<file path="src/verilog/tracker_pkg.sv">
`default_nettype none

package tracker_pkg;

  typedef logic [10:0] hcoord_t; // column, up to 2047
  typedef logic [9:0]  vcoord_t; // row, up to 1023
  typedef logic [15:0] rgb565_t; // r[15:11] g[10:5] b[4:0]
  typedef logic [23:0] rgb888_t; // r[23:16] g[15:8] b[7:0]
  typedef logic [7:0]  chan_t;   // one widened channel or a bound
  typedef logic [31:0] sum_t;    // coordinate sum over a frame
  typedef logic [20:0] count_t;  // masked pixels per frame, 1280*720 fits

  typedef enum logic [1:0] {
    CH_RED,
    CH_GREEN,
    CH_BLUE
  } chan_sel_t;

  typedef enum logic [1:0] {
    VIEW_CAMERA,    // plain camera colour
    VIEW_CHANNEL,   // selected channel as gray
    VIEW_MASK,      // threshold result
    VIEW_CROSSHAIR  // camera with com lines on top
  } view_t;

  typedef enum logic [1:0] {
    DIV_IDLE,
    DIV_X,
    DIV_Y,
    DIV_DONE
  } div_state_t;

  // wishbone register map, word addresses
  localparam logic [1:0] REG_CTRL  = 2'd0; // chan [1:0], view [3:2]
  localparam logic [1:0] REG_LOWER = 2'd1;
  localparam logic [1:0] REG_UPPER = 2'd2;
  localparam logic [1:0] REG_COM   = 2'd3; // read only, x [10:0], y [25:16]

endpackage

`default_nettype wire

</file>
<file path="src/verilog/com_accumulator.sv">
`timescale 1ns/1ps
`default_nettype none

module com_accumulator (
  input  wire                       clk_pixel,
  input  wire                       recent_reset,
  input  wire                       mask_i,
  input  wire tracker_pkg::hcoord_t hcount_i,
  input  wire tracker_pkg::vcoord_t vcount_i,
  input  wire                       frame_end_i,
  output tracker_pkg::sum_t         x_sum_o,  // frame totals, stable while dividing
  output tracker_pkg::sum_t         y_sum_o,
  output tracker_pkg::count_t       count_o,
  output logic                      div_start_o
);
  import tracker_pkg::*;

  sum_t   x_acc;
  sum_t   y_acc;
  count_t n_acc;
  sum_t   x_next; // running totals with the current pixel added
  sum_t   y_next;
  count_t n_next;

  always_comb begin
    x_next = x_acc + (mask_i ? sum_t'(hcount_i) : '0);
    y_next = y_acc + (mask_i ? sum_t'(vcount_i) : '0);
    n_next = n_acc + (mask_i ? count_t'(1) : '0);
  end

  always_ff @(posedge clk_pixel) begin
    if (recent_reset) begin
      x_acc       <= '0;
      y_acc       <= '0;
      n_acc       <= '0;
      div_start_o <= 1'b0;
    end else if (frame_end_i) begin
      x_acc       <= '0; // next frame starts clean
      y_acc       <= '0;
      n_acc       <= '0;
      div_start_o <= (n_next != '0); // empty frame keeps the old centre
    end else begin
      x_acc       <= x_next;
      y_acc       <= y_next;
      n_acc       <= n_next;
      div_start_o <= 1'b0;
    end
  end

  // hand-off registers, only loaded at frame end
  always_ff @(posedge clk_pixel) begin
    if (frame_end_i) begin
      x_sum_o <= x_next;
      y_sum_o <= y_next;
      count_o <= n_next;
    end
  end

endmodule

`default_nettype wire

</file>
<file path="src/verilog/com_divider_fsm.sv">
`timescale 1ns/1ps
`default_nettype none

module com_divider_fsm (
  input  wire                        clk_pixel,
  input  wire                        recent_reset,
  input  wire                        div_start_i,
  input  wire tracker_pkg::sum_t     x_sum_i,
  input  wire tracker_pkg::sum_t     y_sum_i,
  input  wire tracker_pkg::count_t   count_i,
  output tracker_pkg::hcoord_t       x_com_o,
  output tracker_pkg::vcoord_t       y_com_o,
  output logic                       com_valid_o
);
  import tracker_pkg::*;

  div_state_t  state;
  logic [4:0]  bit_cnt;  // quotient bits left minus one
  sum_t        dvd;      // dividend shifts out the top, quotient shifts in
  sum_t        y_hold;   // y sum parked during the x pass
  count_t      dvs;      // divisor, masked pixel count
  count_t      rem;      // partial remainder, always below dvs
  hcoord_t     x_res;    // x quotient waiting for the y pass
  logic [21:0] trial;
  logic [21:0] diff;
  logic        q_bit;
  sum_t        quo_next;

  // one restoring step per clock
  always_comb begin
    trial    = {rem, dvd[31]};
    diff     = trial - {1'b0, dvs};
    q_bit    = (trial >= {1'b0, dvs});
    quo_next = {dvd[30:0], q_bit};
  end

  always_ff @(posedge clk_pixel) begin
    if (recent_reset) begin
      state       <= DIV_IDLE;
      com_valid_o <= 1'b0;
      x_com_o     <= '0;
      y_com_o     <= '0;
    end else begin
      com_valid_o <= 1'b0;
      case (state)
        DIV_IDLE: if (div_start_i) state <= DIV_X; // start while busy is dropped
        DIV_X:    if (bit_cnt == 5'd0) state <= DIV_Y;
        DIV_Y:    if (bit_cnt == 5'd0) state <= DIV_DONE;
        DIV_DONE: begin
          x_com_o     <= x_res;
          y_com_o     <= dvd[9:0]; // y quotient left in dvd by the last step
          com_valid_o <= 1'b1;     // same edge as the new centre
          state       <= DIV_IDLE;
        end
        default:  state <= DIV_IDLE;
      endcase
    end
  end

  // datapath
  always_ff @(posedge clk_pixel) begin
    case (state)
      DIV_IDLE: begin
        if (div_start_i) begin
          dvd     <= x_sum_i;
          y_hold  <= y_sum_i;
          dvs     <= count_i;
          rem     <= '0;
          bit_cnt <= 5'd31;
        end
      end
      DIV_X, DIV_Y: begin
        dvd     <= quo_next;
        rem     <= q_bit ? diff[20:0] : trial[20:0];
        bit_cnt <= bit_cnt - 1'b1; // wraps to 31 ready for the y pass
        if (state == DIV_X && bit_cnt == 5'd0) begin
          x_res <= quo_next[10:0]; // mean fits the column width
          dvd   <= y_hold;
          rem   <= '0;
        end
      end
      default: ;
    endcase
  end

endmodule

`default_nettype wire

</file>
<file path="src/verilog/mask_threshold.sv">
`timescale 1ns/1ps
`default_nettype none

module mask_threshold #(
  parameter int H_ACTIVE = 1280,
  parameter int V_ACTIVE = 720
) (
  input  wire                         clk_pixel,
  input  wire                         recent_reset,
  input  wire tracker_pkg::rgb565_t   pixel_i,
  input  wire tracker_pkg::hcoord_t   req_hcount_i,
  input  wire tracker_pkg::vcoord_t   req_vcount_i,
  input  wire                         req_active_i,
  input  wire                         frame_end_i,
  input  wire tracker_pkg::chan_sel_t chan_sel_i,
  input  wire tracker_pkg::chan_t     lower_i,
  input  wire tracker_pkg::chan_t     upper_i,
  output logic                        mask_o,
  output tracker_pkg::rgb565_t        pix_o,
  output tracker_pkg::chan_t          chan_o,
  output tracker_pkg::hcoord_t        hcount_o,
  output tracker_pkg::vcoord_t        vcount_o,
  output logic                        active_o,
  output logic                        frame_end_o
);
  import tracker_pkg::*;

  chan_t chan;    // selected channel, widened to 8 bits
  logic  in_frame;
  logic  hit;

  always_comb begin
    case (chan_sel_i)
      CH_RED:   chan = {pixel_i[15:11], 3'b000};
      CH_GREEN: chan = {pixel_i[10:5], 2'b00};
      CH_BLUE:  chan = {pixel_i[4:0], 3'b000};
      default:  chan = 8'd0; // unused encoding reads as black
    endcase
  end

  // mask only inside the visible area so blanking never leaks into the sums
  assign in_frame = (req_hcount_i < H_ACTIVE) && (req_vcount_i < V_ACTIVE);
  assign hit      = in_frame && (chan >= lower_i) && (chan <= upper_i);

  // stage 1 flags
  always_ff @(posedge clk_pixel) begin
    if (recent_reset) begin
      mask_o      <= 1'b0;
      active_o    <= 1'b0;
      frame_end_o <= 1'b0;
    end else begin
      mask_o      <= hit;
      active_o    <= req_active_i;
      frame_end_o <= frame_end_i; // stays aligned with the last pixel's mask
    end
  end

  // stage 1 payload
  always_ff @(posedge clk_pixel) begin
    pix_o    <= pixel_i;
    chan_o   <= chan;
    hcount_o <= req_hcount_i;
    vcount_o <= req_vcount_i;
  end

endmodule

`default_nettype wire

</file>
<file path="src/verilog/tracker_top.sv">
`timescale 1ns/1ps
`default_nettype none

module tracker_top #(
  parameter int H_ACTIVE = 1280,
  parameter int H_TOTAL  = 1650,
  parameter int V_ACTIVE = 720,
  parameter int V_TOTAL  = 750
) (
  input  wire                       clk_pixel,
  input  wire                       recent_reset,
  input  wire                       wb_cyc_i,
  input  wire                       wb_stb_i,
  input  wire                       wb_we_i,
  input  wire  [1:0]                wb_adr_i,
  input  wire  [31:0]               wb_dat_i,
  output logic [31:0]               wb_dat_o,
  output logic                      wb_ack_o,
  input  wire tracker_pkg::rgb565_t pixel_i, // pixel at req coordinate, same cycle
  output tracker_pkg::hcoord_t      req_hcount_o,
  output tracker_pkg::vcoord_t      req_vcount_o,
  output tracker_pkg::rgb888_t      rgb_o,
  output tracker_pkg::hcoord_t      out_hcount_o,
  output tracker_pkg::vcoord_t      out_vcount_o,
  output logic                      out_active_o,
  output tracker_pkg::hcoord_t      x_com_o,
  output tracker_pkg::vcoord_t      y_com_o,
  output logic                      com_valid_o
);
  import tracker_pkg::*;

  logic      req_active, req_frame_end;
  chan_sel_t chan_sel;
  view_t     view;
  chan_t     lower, upper;
  // stage 1
  logic      s1_mask, s1_active, s1_frame_end;
  rgb565_t   s1_pix;
  chan_t     s1_chan;
  hcoord_t   s1_hcount;
  vcoord_t   s1_vcount;
  // frame totals to the divider
  sum_t      x_sum, y_sum;
  count_t    count;
  logic      div_start;

  video_timing #(.H_ACTIVE(H_ACTIVE), .H_TOTAL(H_TOTAL),
                 .V_ACTIVE(V_ACTIVE), .V_TOTAL(V_TOTAL)) video_timing_i (
    .clk_pixel, .recent_reset, .req_hcount_o, .req_vcount_o,
    .req_active_o(req_active), .frame_end_o(req_frame_end));

  wb_config_regs wb_config_regs_i (
    .clk_pixel, .recent_reset, .wb_cyc_i, .wb_stb_i, .wb_we_i, .wb_adr_i,
    .wb_dat_i, .wb_dat_o, .wb_ack_o, .x_com_i(x_com_o), .y_com_i(y_com_o),
    .chan_sel_o(chan_sel), .view_o(view), .lower_o(lower), .upper_o(upper));

  mask_threshold #(.H_ACTIVE(H_ACTIVE), .V_ACTIVE(V_ACTIVE)) mask_threshold_i (
    .clk_pixel, .recent_reset, .pixel_i, .req_hcount_i(req_hcount_o),
    .req_vcount_i(req_vcount_o), .req_active_i(req_active),
    .frame_end_i(req_frame_end), .chan_sel_i(chan_sel), .lower_i(lower),
    .upper_i(upper), .mask_o(s1_mask), .pix_o(s1_pix), .chan_o(s1_chan),
    .hcount_o(s1_hcount), .vcount_o(s1_vcount), .active_o(s1_active),
    .frame_end_o(s1_frame_end));

  com_accumulator com_accumulator_i (
    .clk_pixel, .recent_reset, .mask_i(s1_mask), .hcount_i(s1_hcount),
    .vcount_i(s1_vcount), .frame_end_i(s1_frame_end), .x_sum_o(x_sum),
    .y_sum_o(y_sum), .count_o(count), .div_start_o(div_start));

  com_divider_fsm com_divider_fsm_i (
    .clk_pixel, .recent_reset, .div_start_i(div_start), .x_sum_i(x_sum),
    .y_sum_i(y_sum), .count_i(count), .x_com_o, .y_com_o, .com_valid_o);

  video_mux #(.H_ACTIVE(H_ACTIVE), .V_ACTIVE(V_ACTIVE)) video_mux_i (
    .clk_pixel, .recent_reset, .view_i(view), .pix_i(s1_pix), .chan_i(s1_chan),
    .mask_i(s1_mask), .hcount_i(s1_hcount), .vcount_i(s1_vcount),
    .active_i(s1_active), .x_com_i(x_com_o), .y_com_i(y_com_o), .rgb_o,
    .out_hcount_o, .out_vcount_o, .out_active_o);

endmodule

`default_nettype wire

</file>
<file path="src/verilog/video_mux.sv">
`timescale 1ns/1ps
`default_nettype none

module video_mux #(
  parameter int H_ACTIVE = 1280,
  parameter int V_ACTIVE = 720
) (
  input  wire                       clk_pixel,
  input  wire                       recent_reset,
  input  wire tracker_pkg::view_t   view_i,
  input  wire tracker_pkg::rgb565_t pix_i,
  input  wire tracker_pkg::chan_t   chan_i,
  input  wire                       mask_i,
  input  wire tracker_pkg::hcoord_t hcount_i,
  input  wire tracker_pkg::vcoord_t vcount_i,
  input  wire                       active_i,
  input  wire tracker_pkg::hcoord_t x_com_i,
  input  wire tracker_pkg::vcoord_t y_com_i,
  output tracker_pkg::rgb888_t      rgb_o,
  output tracker_pkg::hcoord_t      out_hcount_o,
  output tracker_pkg::vcoord_t      out_vcount_o,
  output logic                      out_active_o
);
  import tracker_pkg::*;

  rgb888_t cam;     // camera colour, zero-filled low bits
  rgb888_t pix_sel;
  logic    on_line; // crosshair hit

  assign cam     = {pix_i[15:11], 3'b000, pix_i[10:5], 2'b00, pix_i[4:0], 3'b000};
  assign on_line = (hcount_i == x_com_i) || (vcount_i == y_com_i);

  always_comb begin
    case (view_i)
      VIEW_CHANNEL:   pix_sel = {chan_i, chan_i, chan_i}; // gray
      VIEW_MASK:      pix_sel = {24{mask_i}};
      VIEW_CROSSHAIR: pix_sel = on_line ? 24'hFF_FFFF : cam;
      default:        pix_sel = cam;
    endcase
  end

  // stage 2
  always_ff @(posedge clk_pixel) begin
    if (recent_reset) begin
      rgb_o        <= '0;
      out_active_o <= 1'b0;
    end else begin
      rgb_o        <= active_i ? pix_sel : '0; // blanking is black
      out_active_o <= active_i;
    end
  end

  always_ff @(posedge clk_pixel) begin
    out_hcount_o <= hcount_i;
    out_vcount_o <= vcount_i;
  end

endmodule

`default_nettype wire

</file>
<file path="src/verilog/video_timing.sv">
`timescale 1ns/1ps
`default_nettype none

module video_timing #(
  parameter int H_ACTIVE = 1280,
  parameter int H_TOTAL  = 1650,
  parameter int V_ACTIVE = 720,
  parameter int V_TOTAL  = 750
) (
  input  wire                  clk_pixel,
  input  wire                  recent_reset,
  output tracker_pkg::hcoord_t req_hcount_o, // coordinate asked of the source
  output tracker_pkg::vcoord_t req_vcount_o,
  output logic                 req_active_o, // inside the visible area
  output logic                 frame_end_o   // last visible pixel of the frame
);
  import tracker_pkg::*;

  localparam hcoord_t H_LAST     = hcoord_t'(H_TOTAL - 1);
  localparam vcoord_t V_LAST     = vcoord_t'(V_TOTAL - 1);
  localparam hcoord_t H_ACT_LAST = hcoord_t'(H_ACTIVE - 1);
  localparam vcoord_t V_ACT_LAST = vcoord_t'(V_ACTIVE - 1);

  // scan never stalls, one position per clock
  always_ff @(posedge clk_pixel) begin
    if (recent_reset) begin
      req_hcount_o <= '0;
      req_vcount_o <= '0;
    end else if (req_hcount_o == H_LAST) begin
      req_hcount_o <= '0; // wrap line
      req_vcount_o <= (req_vcount_o == V_LAST) ? '0 : req_vcount_o + 1'b1;
    end else begin
      req_hcount_o <= req_hcount_o + 1'b1;
    end
  end

  // flags decoded straight off the counters, same cycle as the request
  assign req_active_o = (req_hcount_o < H_ACTIVE) && (req_vcount_o < V_ACTIVE);
  assign frame_end_o  = (req_hcount_o == H_ACT_LAST) && (req_vcount_o == V_ACT_LAST);

endmodule

`default_nettype wire

</file>
<file path="src/verilog/wb_config_regs.sv">
`timescale 1ns/1ps
`default_nettype none

module wb_config_regs (
  input  wire                    clk_pixel,
  input  wire                    recent_reset,
  input  wire                    wb_cyc_i,
  input  wire                    wb_stb_i,
  input  wire                    wb_we_i,
  input  wire  [1:0]             wb_adr_i,
  input  wire  [31:0]            wb_dat_i,
  output logic [31:0]            wb_dat_o,
  output logic                   wb_ack_o,
  input  wire tracker_pkg::hcoord_t x_com_i, // held divider result
  input  wire tracker_pkg::vcoord_t y_com_i,
  output tracker_pkg::chan_sel_t chan_sel_o,
  output tracker_pkg::view_t     view_o,
  output tracker_pkg::chan_t     lower_o,
  output tracker_pkg::chan_t     upper_o
);
  import tracker_pkg::*;

  logic req; // live request from the master

  assign req = wb_cyc_i && wb_stb_i;

  always_ff @(posedge clk_pixel) begin
    if (recent_reset) begin
      wb_ack_o   <= 1'b0;
      chan_sel_o <= CH_RED;
      view_o     <= VIEW_CAMERA;
      lower_o    <= 8'd0;
      upper_o    <= 8'd255; // whole range passes until told otherwise
    end else begin
      wb_ack_o <= req && !wb_ack_o; // single cycle ack, one cycle after request
      // write commits in the ack cycle, master still holds dat and adr
      if (req && wb_ack_o && wb_we_i) begin
        case (wb_adr_i)
          REG_CTRL: begin
            chan_sel_o <= chan_sel_t'(wb_dat_i[1:0]);
            view_o     <= view_t'(wb_dat_i[3:2]);
          end
          REG_LOWER: lower_o <= wb_dat_i[7:0];
          REG_UPPER: upper_o <= wb_dat_i[7:0];
          default: ; // REG_COM is read only
        endcase
      end
    end
  end

  // read mux, sampled by the master while ack is high
  always_comb begin
    case (wb_adr_i)
      REG_CTRL:  wb_dat_o = {28'd0, view_o, chan_sel_o};
      REG_LOWER: wb_dat_o = {24'd0, lower_o};
      REG_UPPER: wb_dat_o = {24'd0, upper_o};
      default:   wb_dat_o = {6'd0, y_com_i, 5'd0, x_com_i};
    endcase
  end

endmodule

`default_nettype wire
</file>
<file path="config.mk">
export PLATFORM = sky130hd
export DESIGN_NAME = tracker_top
export DESIGN_NICKNAME = d
export VERILOG_FILES = /design/src/verilog/tracker_pkg.sv /design/src/verilog/com_accumulator.sv /design/src/verilog/com_divider_fsm.sv /design/src/verilog/mask_threshold.sv /design/src/verilog/tracker_top.sv /design/src/verilog/video_mux.sv /design/src/verilog/video_timing.sv /design/src/verilog/wb_config_regs.sv
export SDC_FILE = /design/constraint.sdc
export NUM_CORES = 1
export LEC_CHECK = 0
export BUFFER_PORTS_ARGS = -buffer_cell sky130_fd_sc_hd__buf_2
export CAP_MARGIN = 25
export CORE_MARGIN = 2
export CORE_UTILIZATION = 45
export DETAILED_ROUTE_END_ITERATION = 12
export MAX_ROUTING_LAYER = met4
export PLACE_DENSITY = 0.7
export SKIP_LAST_GASP = 1
export SYNTH_ARGS = -nofsm -noshare
export SYNTH_HDL_FRONTEND = slang
export SYNTH_SLANG_ARGS = --single-unit
</file>
<file path="constraint.sdc">
create_clock -name clk_pixel -period 5.44 [get_ports clk_pixel]
set_clock_uncertainty 0.2 [all_clocks]
set_input_delay 1.36 -clock clk_pixel [delete_from_list [all_inputs] [get_ports clk_pixel]]
set_output_delay 1.36 -clock clk_pixel [all_outputs]
set_load 0.03 [all_outputs]
</file>
* Yosys cells after proc, flatten, opt, wreduce, memory -nomap -nowiden
Cells that the tools add are included.
W data, S select, Z words.
** Word-level totals
- Output and inout port bits :: 122
- Input bits :: 55
- Bits in registers :: 453
- Word-level logic and storage cells :: 119
** Operators by class
- Add/subtract/negate cells :: 7
- Mux-type cells :: 22
- Reductions and logical operators :: 29
- Order comparisons :: 5
- Eq/ne operators :: 19
- Bitwise gates (word level) :: 2
** Operator list (count)
- $pmux W26 S3 :: 1
- $pmux W24 S3 :: 1
- $add A32 B32 Y32 :: 2
- $mux W32 :: 2
- $pmux W32 S2 :: 1
- $mux W21 :: 3
- $pmux W21 S2 :: 1
- $mux W24 :: 1
- $pmux W8 S3 :: 1
- $eq A11 B11 Y1 const B :: 2
- $ge A22 B21 Y1 :: 1
- $add A21 B21 Y21 :: 1
- $reduce_bool A21 Y1 :: 1
- $sub A21 B21 Y21 :: 1
- $eq A10 B10 Y1 const B :: 2
- $mux W10 :: 2
- $eq A2 B2 Y1 const B :: 6
- $reduce_and A2 Y1 :: 6
- $add A11 B1 Y11 const B :: 1
- $eq A11 B11 Y1 :: 1
- $lt A11 B11 Y1 const B :: 1
- $mux W11 :: 1
- $add A10 B1 Y10 const B :: 1
- $eq A10 B10 Y1 :: 1
- other kinds (21) :: 43

* Longest topological paths before layout
- Depth after elaboration :: 5
- Gate-level depth with buffers :: 13
- Mapped depth without buffers :: 12

* Cells and area by module
Synthesis repeated with hierarchy kept, for this count alone.
** Unflattened totals
- Cell total of the unflattened synthesis :: 1784
- Area total of the unflattened synthesis :: 19844.0 um2
** By module, submodules not included
- com_accumulator :: area an instance 7608.5 um2, instances 1, cells an instance 695, seq. area each 4274.1 um2
- com_divider_fsm :: area an instance 6932.9 um2, instances 1, cells an instance 566, seq. area each 4144.0 um2
- video_mux :: area an instance 1589.0 um2, instances 1, cells an instance 154, seq. area each 820.8 um2
- mask_threshold :: area an instance 1395.1 um2, instances 1, cells an instance 116, seq. area each 920.9 um2
- wb_config_regs :: area an instance 1253.7 um2, instances 1, cells an instance 134, seq. area each 420.4 um2
- video_timing :: area an instance 1064.8 um2, instances 1, cells an instance 119, seq. area each 420.4 um2

* Least setup slack after synthesis
OpenSTA, ideal clock, no wires.
- Kind :: flip-flop to flip-flop
- From :: register com_divider_fsm_i.state[0]
- To :: register com_divider_fsm_i.bit_cnt[0] (enable)
- Setup time :: 0.486 ns
- Buffers on the path :: 1
- Cell stages (with the launch flop) :: 6
- Path slack :: 1.003 ns
- Arrival :: 3.751 ns
- Data required time :: 4.754 ns
- Period minus slack after synthesis :: 4.437 ns
- Cell sequence :: dfxtp_1 -> inv_1 -> ha_1 -> clkbuf_1 -> inv_1 -> o21bai_1
** Between the ends
- Cells in the longest elaborated chain, start to end :: 4
- Elaborated cells on any way between the ends :: 7
- Those cells by class :: 3 x eq/ne; 4 x reduce/logical
** Ends and longest elaborated chain
- from (decl) :: RTL line com_divider_fsm.sv:17 : div_state_t state;
- from (signal assigned) :: RTL line com_divider_fsm.sv:39 : state <= DIV_IDLE;
- from (signal assigned) :: RTL line com_divider_fsm.sv:46 : DIV_IDLE: if (div_start_i) state <= DIV_X;
- from (signal assigned) :: RTL line com_divider_fsm.sv:47 : DIV_X: if (bit_cnt == 5'd0) state <= DIV_Y;
- $eq A2 B2 Y1 / $eq A2 B1 Y1 (equally long branches) :: RTL line com_divider_fsm.sv:62 : case (state)
- $reduce_or A2 Y1 :: RTL line com_divider_fsm.sv:62
- $reduce_bool A2 Y1 (no line)
- $reduce_and A2 Y1 (no line) (*)
- to (signal assigned) :: RTL line com_divider_fsm.sv:75 : bit_cnt <= bit_cnt - 1'b1;
- to (decl) :: RTL line com_divider_fsm.sv:18 : logic [4:0] bit_cnt;
Mark *: on every way between the ends. The rest lies on a longest branch, timed or not.
A chain may end at the register's enable or synchronous reset.

* Final worst setup path
- From :: input port wb_adr_i[0]
- To :: output port wb_dat_o[3]
** Between the ends
- Cells in the longest elaborated chain, start to end :: 2
- Elaborated cells on any way between the ends :: 4
- Those cells by class :: 2 x eq/ne; 1 x mux; 1 x reduce/logical
** Ends and longest elaborated chain
- from (decl) :: RTL line tracker_top.sv:15 : input wire [1:0] wb_adr_i,
- $eq A2 B2 Y1 (tied with other cells) :: RTL line wb_config_regs.sv:53 : case (wb_adr_i)
- $pmux W26 S3 (*) :: RTL line wb_config_regs.sv:53
- to (decl) :: RTL line tracker_top.sv:17 : output logic [31:0] wb_dat_o,
Marked as above.

==> run_results.csv <==
group,metric,value,unit
cells_and_area,area_delta_synth_final,14.08,%
synth,area_fraction_in_compound_gates_after_synthesis,7.917,%
clock_network,postCtsSetupRepairBufs,0,
drt,detail_route.wl_per_cell,16.26,um
synth,netlist_cell_types,79,
grt,pin_count_of_the_biggest_net_entering_global_routing,65,
synth,synth_xor_area_share,6.457,%
critical_path,critPathCaptureType,"primary output",
synth,synth_top_family_by_area,"simple AND/OR/NAND/NOR gates",
synth,synth_simple_gate_area_share,14.78,%
power_and_ir_drop,power_density,328.2,mW/mm^2
run,maxCapViolCount,0,
critical_path,critPathTopFamily,"buffers and inverters",
place,placement.setup.worst_slack,1.244,ns
synth,postSynthRegisterBits,445,
critical_path,path_cells,"buf_2 -> mux4_2 -> buf_2",
die,die_h,209.1,um
critical_path,critical_path_arrival,2.65,ns
timing,setup_viol_count_final,0,
timing,slew_limit_fails,0,
cells_and_area,post_route_cells_drive_above_1_share,15.38,%
timing,finalCritPeriodShare,77.38,%
cells_and_area,fillerInstances,3577,
critical_path,crit_required,3.88,ns
place,post_dp_cell_area,0.02011,mm^2
clock_network,clk_path_buf_depth,3,
grt,overflow_left_after_global_routing,0,
power_and_ir_drop,leakagePower,9.115,nW
clock_network,tritoncts_num_sinks,445,
place,io_buffers,141,
critical_path,critical_path.slowest_cell,"mux4_2",
synth,synth.yosys.seq_area_share,58.00,%
synth,ys_warn_count,0,
grt,grt_pass1_wl,63.44,mm
clock_network,postcts_resize_cnt,0,
die,core,0.04176,mm^2
grt,groute.usage.overall,18.23,%
die,num_io_pins,177,
critical_path,crit_type,"input pin to primary output",
drt,vias_per_cell,5.219,
grt,grt_antenna_before_repair,2,
timing,timing.slew.headroom,35.80,%
cells_and_area,multiInputGateArea,0.007395,mm^2
synth,post_synth_instance_area,0.01893,mm^2
drt,detail_route.first_pass.iterations,6,
clock_network,cts_tree,"done",
clock_network,clk_latency,0.55,ns
critical_path,cpMostUsedCell,"buf_2",
cells_and_area,layout_common_cells,"dfxtp_1 (237), edfxtp_1 (207), nor2_1 (156), buf_2 (141), and2_1 (109)",
drt,remaining_drc_errors,0,
drt,route.antenna.remaining_nets,0,
critical_path,critical_path.max_fanout,29,
synth,synth_edf_count,207,
place,gp_congestion,0.8536,
clock_network,worst_setup_hold_path_clk_slew,0.06,ns
cells_and_area,final-seq-area,0.01098,mm^2
cells_and_area,post-route-util,51.72,%
drt,wl,38.38,mm
synth,synthesis.instances,1653,
timing,setup_tns,0,ns
min_path,worst_hold_class,"flip-flop to flip-flop",
clock_network,post_cts_hold_buffer_count,0,
die,floorplan.initialDensity,45.34,%
die,placementRows,75,
clock_network,cts_root_buffer,"clkbuf_16",
timing,worst_pin_slew,0.9594,ns
cells_and_area,final_net_count,1908,
power_and_ir_drop,vdd_drop_max,0.3760,mV
die,die_w,209.1,um
timing,max_freq,237.6,MHz
timing,final_hold_viol_count,0,
synth,synth.avg_cell_area,11.45,um^2
place,dp.final_hpwl,26.54,mm
synth,synth_adder_area_share,4.679,%
critical_path,timing.critical_path.slowest_cell_delay,0.61,ns
drt,routed-via-count,12320,
timing,grt_setup_unrepaired,"false",
run_status,status,"finished, final reports clean",
synth,synthMuxAreaShare,4.870,%
timing,timing.final.crit_period,4.210,ns
cells_and_area,stdcell_area,0.02160,mm^2
timing,fin_ws,1.230,ns
synth,synthArstFlopShare,0,%
clock_network,cts.htree.levels,2,
die,die_area,0.04373,mm^2
cells_and_area,most_frequent_standard_cell_in_the_layout_excluding_fill_and_tap_cells,"dfxtp_1",
critical_path,startpoint_class,"input pin",
synth,ys.flop_type,"dfxtp_1",
clock_network,cts-buffers-inserted,45,
drt,detail_route.iter0.violations,565,
grt,first_global_vias,12430,
critical_path,critPathBufInv,2,
## state kept, by name, indices dropped and copies added, names as in the netlist, 10 cells and up
| signal | flops |
|---|---|
| com_accumulator_i.count_o | 21 |
| com_accumulator_i.n_acc | 21 |
| com_accumulator_i.x_acc | 32 |
| com_accumulator_i.x_sum_o | 32 |
| com_accumulator_i.y_acc | 32 |
| com_accumulator_i.y_sum_o | 32 |
| com_divider_fsm_i.dvd | 32 |
| com_divider_fsm_i.dvs | 21 |
| com_divider_fsm_i.rem | 21 |
| com_divider_fsm_i.x_com_o | 11 |
| com_divider_fsm_i.x_res | 11 |
| com_divider_fsm_i.y_com_o | 10 |
| com_divider_fsm_i.y_hold | 32 |
| mask_threshold_i.hcount_o | 11 |
| mask_threshold_i.pix_o | 16 |
| mask_threshold_i.vcount_o | 10 |
| video_mux_i.out_hcount_o | 11 |
| video_mux_i.out_vcount_o | 10 |
| video_mux_i.rgb_o | 18 |
| video_timing_i.req_hcount_o | 11 |
| video_timing_i.req_vcount_o | 10 |
## worst paths after layout
path                                         from                                       to  slack (ns)  cells past startpoint
min reg2reg  mask_threshold_i.hcount_o[8]$_DFF_P_      video_mux_i.out_hcount_o[8]$_DFF_P_        0.18                      0
max reg2reg    mask_threshold_i.mask_o$_SDFF_PP0_  com_accumulator_i.y_sum_o[18]$_DFFE_PP_        1.72                     10
max                                   wb_adr_i[0]                              wb_dat_o[3]        1.23                      3
min          mask_threshold_i.hcount_o[8]$_DFF_P_      video_mux_i.out_hcount_o[8]$_DFF_P_        0.18                      0
## routing by layer
metal  global-route usage (%)  vias up  share of wire (%)
li1                         -     6042                  -
met5                        -        -                  0
met1                    24.04     5951                 46
met4                    5.074        0                2.2
met3                    2.420       66                4.2
met2                    29.68      263                 48
## stage by stage
stage	cells	hold WS, ns	power (mW)
final	2361	0.1761	7.090
after global routing	2361	0.1929	7.359
after CTS	2360	0.1748	7.166
after detailed placement	2276	0.1709	4.092
after global placement	2274	0.1720	4.079
after floorplan	1663	0.1577	3.969
## worst reg2reg max path, stage by stage (launching register included)
cell and delay (ns):
dfxtp_1 0.57, and2_1 0.31, ha_1 0.21, fa_1 0.41, a21o_1 0.17, a21oi_1 0.28
o211ai_1 0.18, a21boi_1 0.49, or2_0 0.38, nor2_1 0.09, xor2_1 0.17
## power breakdown
part,internal (mW),switching (mW),leakage [nW]
Combinational,0.141,0.295,4.40
Sequential,3.55,0.0271,3.98
Clock,1.79,1.28,0.729
## kinds of logic (layout without fill, tap and decap cells)
group           after synthesis  count (layout)
other cells                   1              12
simple gates                545             545
compound gates              227             227
xor+xnor                    137             137
fa+ha+maj                    69              69
buf+inv                     142             300
flops                       445             445
mux                          87              87
## Yosys cell counts (all sizes together) (11+ instances only)
library cell  number  share of area [%]
nor2             159                3.2
dfxtp            238                 25
inv               60                1.2
ha                66                4.4
edfxtp           207                 33
a21oi             96                2.6
a21o              13               0.52
nand3             42                1.2
and3              38                1.3
nand2             96                1.9
xnor2             73                3.5
and4              11               0.54
and2             110                3.6
buf               33                1.1
clkbuf            49               0.97
mux2i             82                4.3
nand4             17               0.56
nor3              18               0.50
o221a             14               0.83
nor2b             14               0.46
xor2              64                3.0
o21ai             39                1.1
## area by class of cell
| cell class | instances | area share, % |
|---|---|---|
| flip-flops and latches | 445 | 50.85 |
| multi-input cells | 1076 | 34.24 |
| clock buffers | 69 | 6.146 |
| repair buffers | 156 | 3.864 |
| well taps | 539 | 3.122 |
| inverters | 60 | 1.043 |
| clock inverters | 15 | 0.7241 |
| diodes | 1 | 0.01159 |
Power figures use the tool's default switching activity.
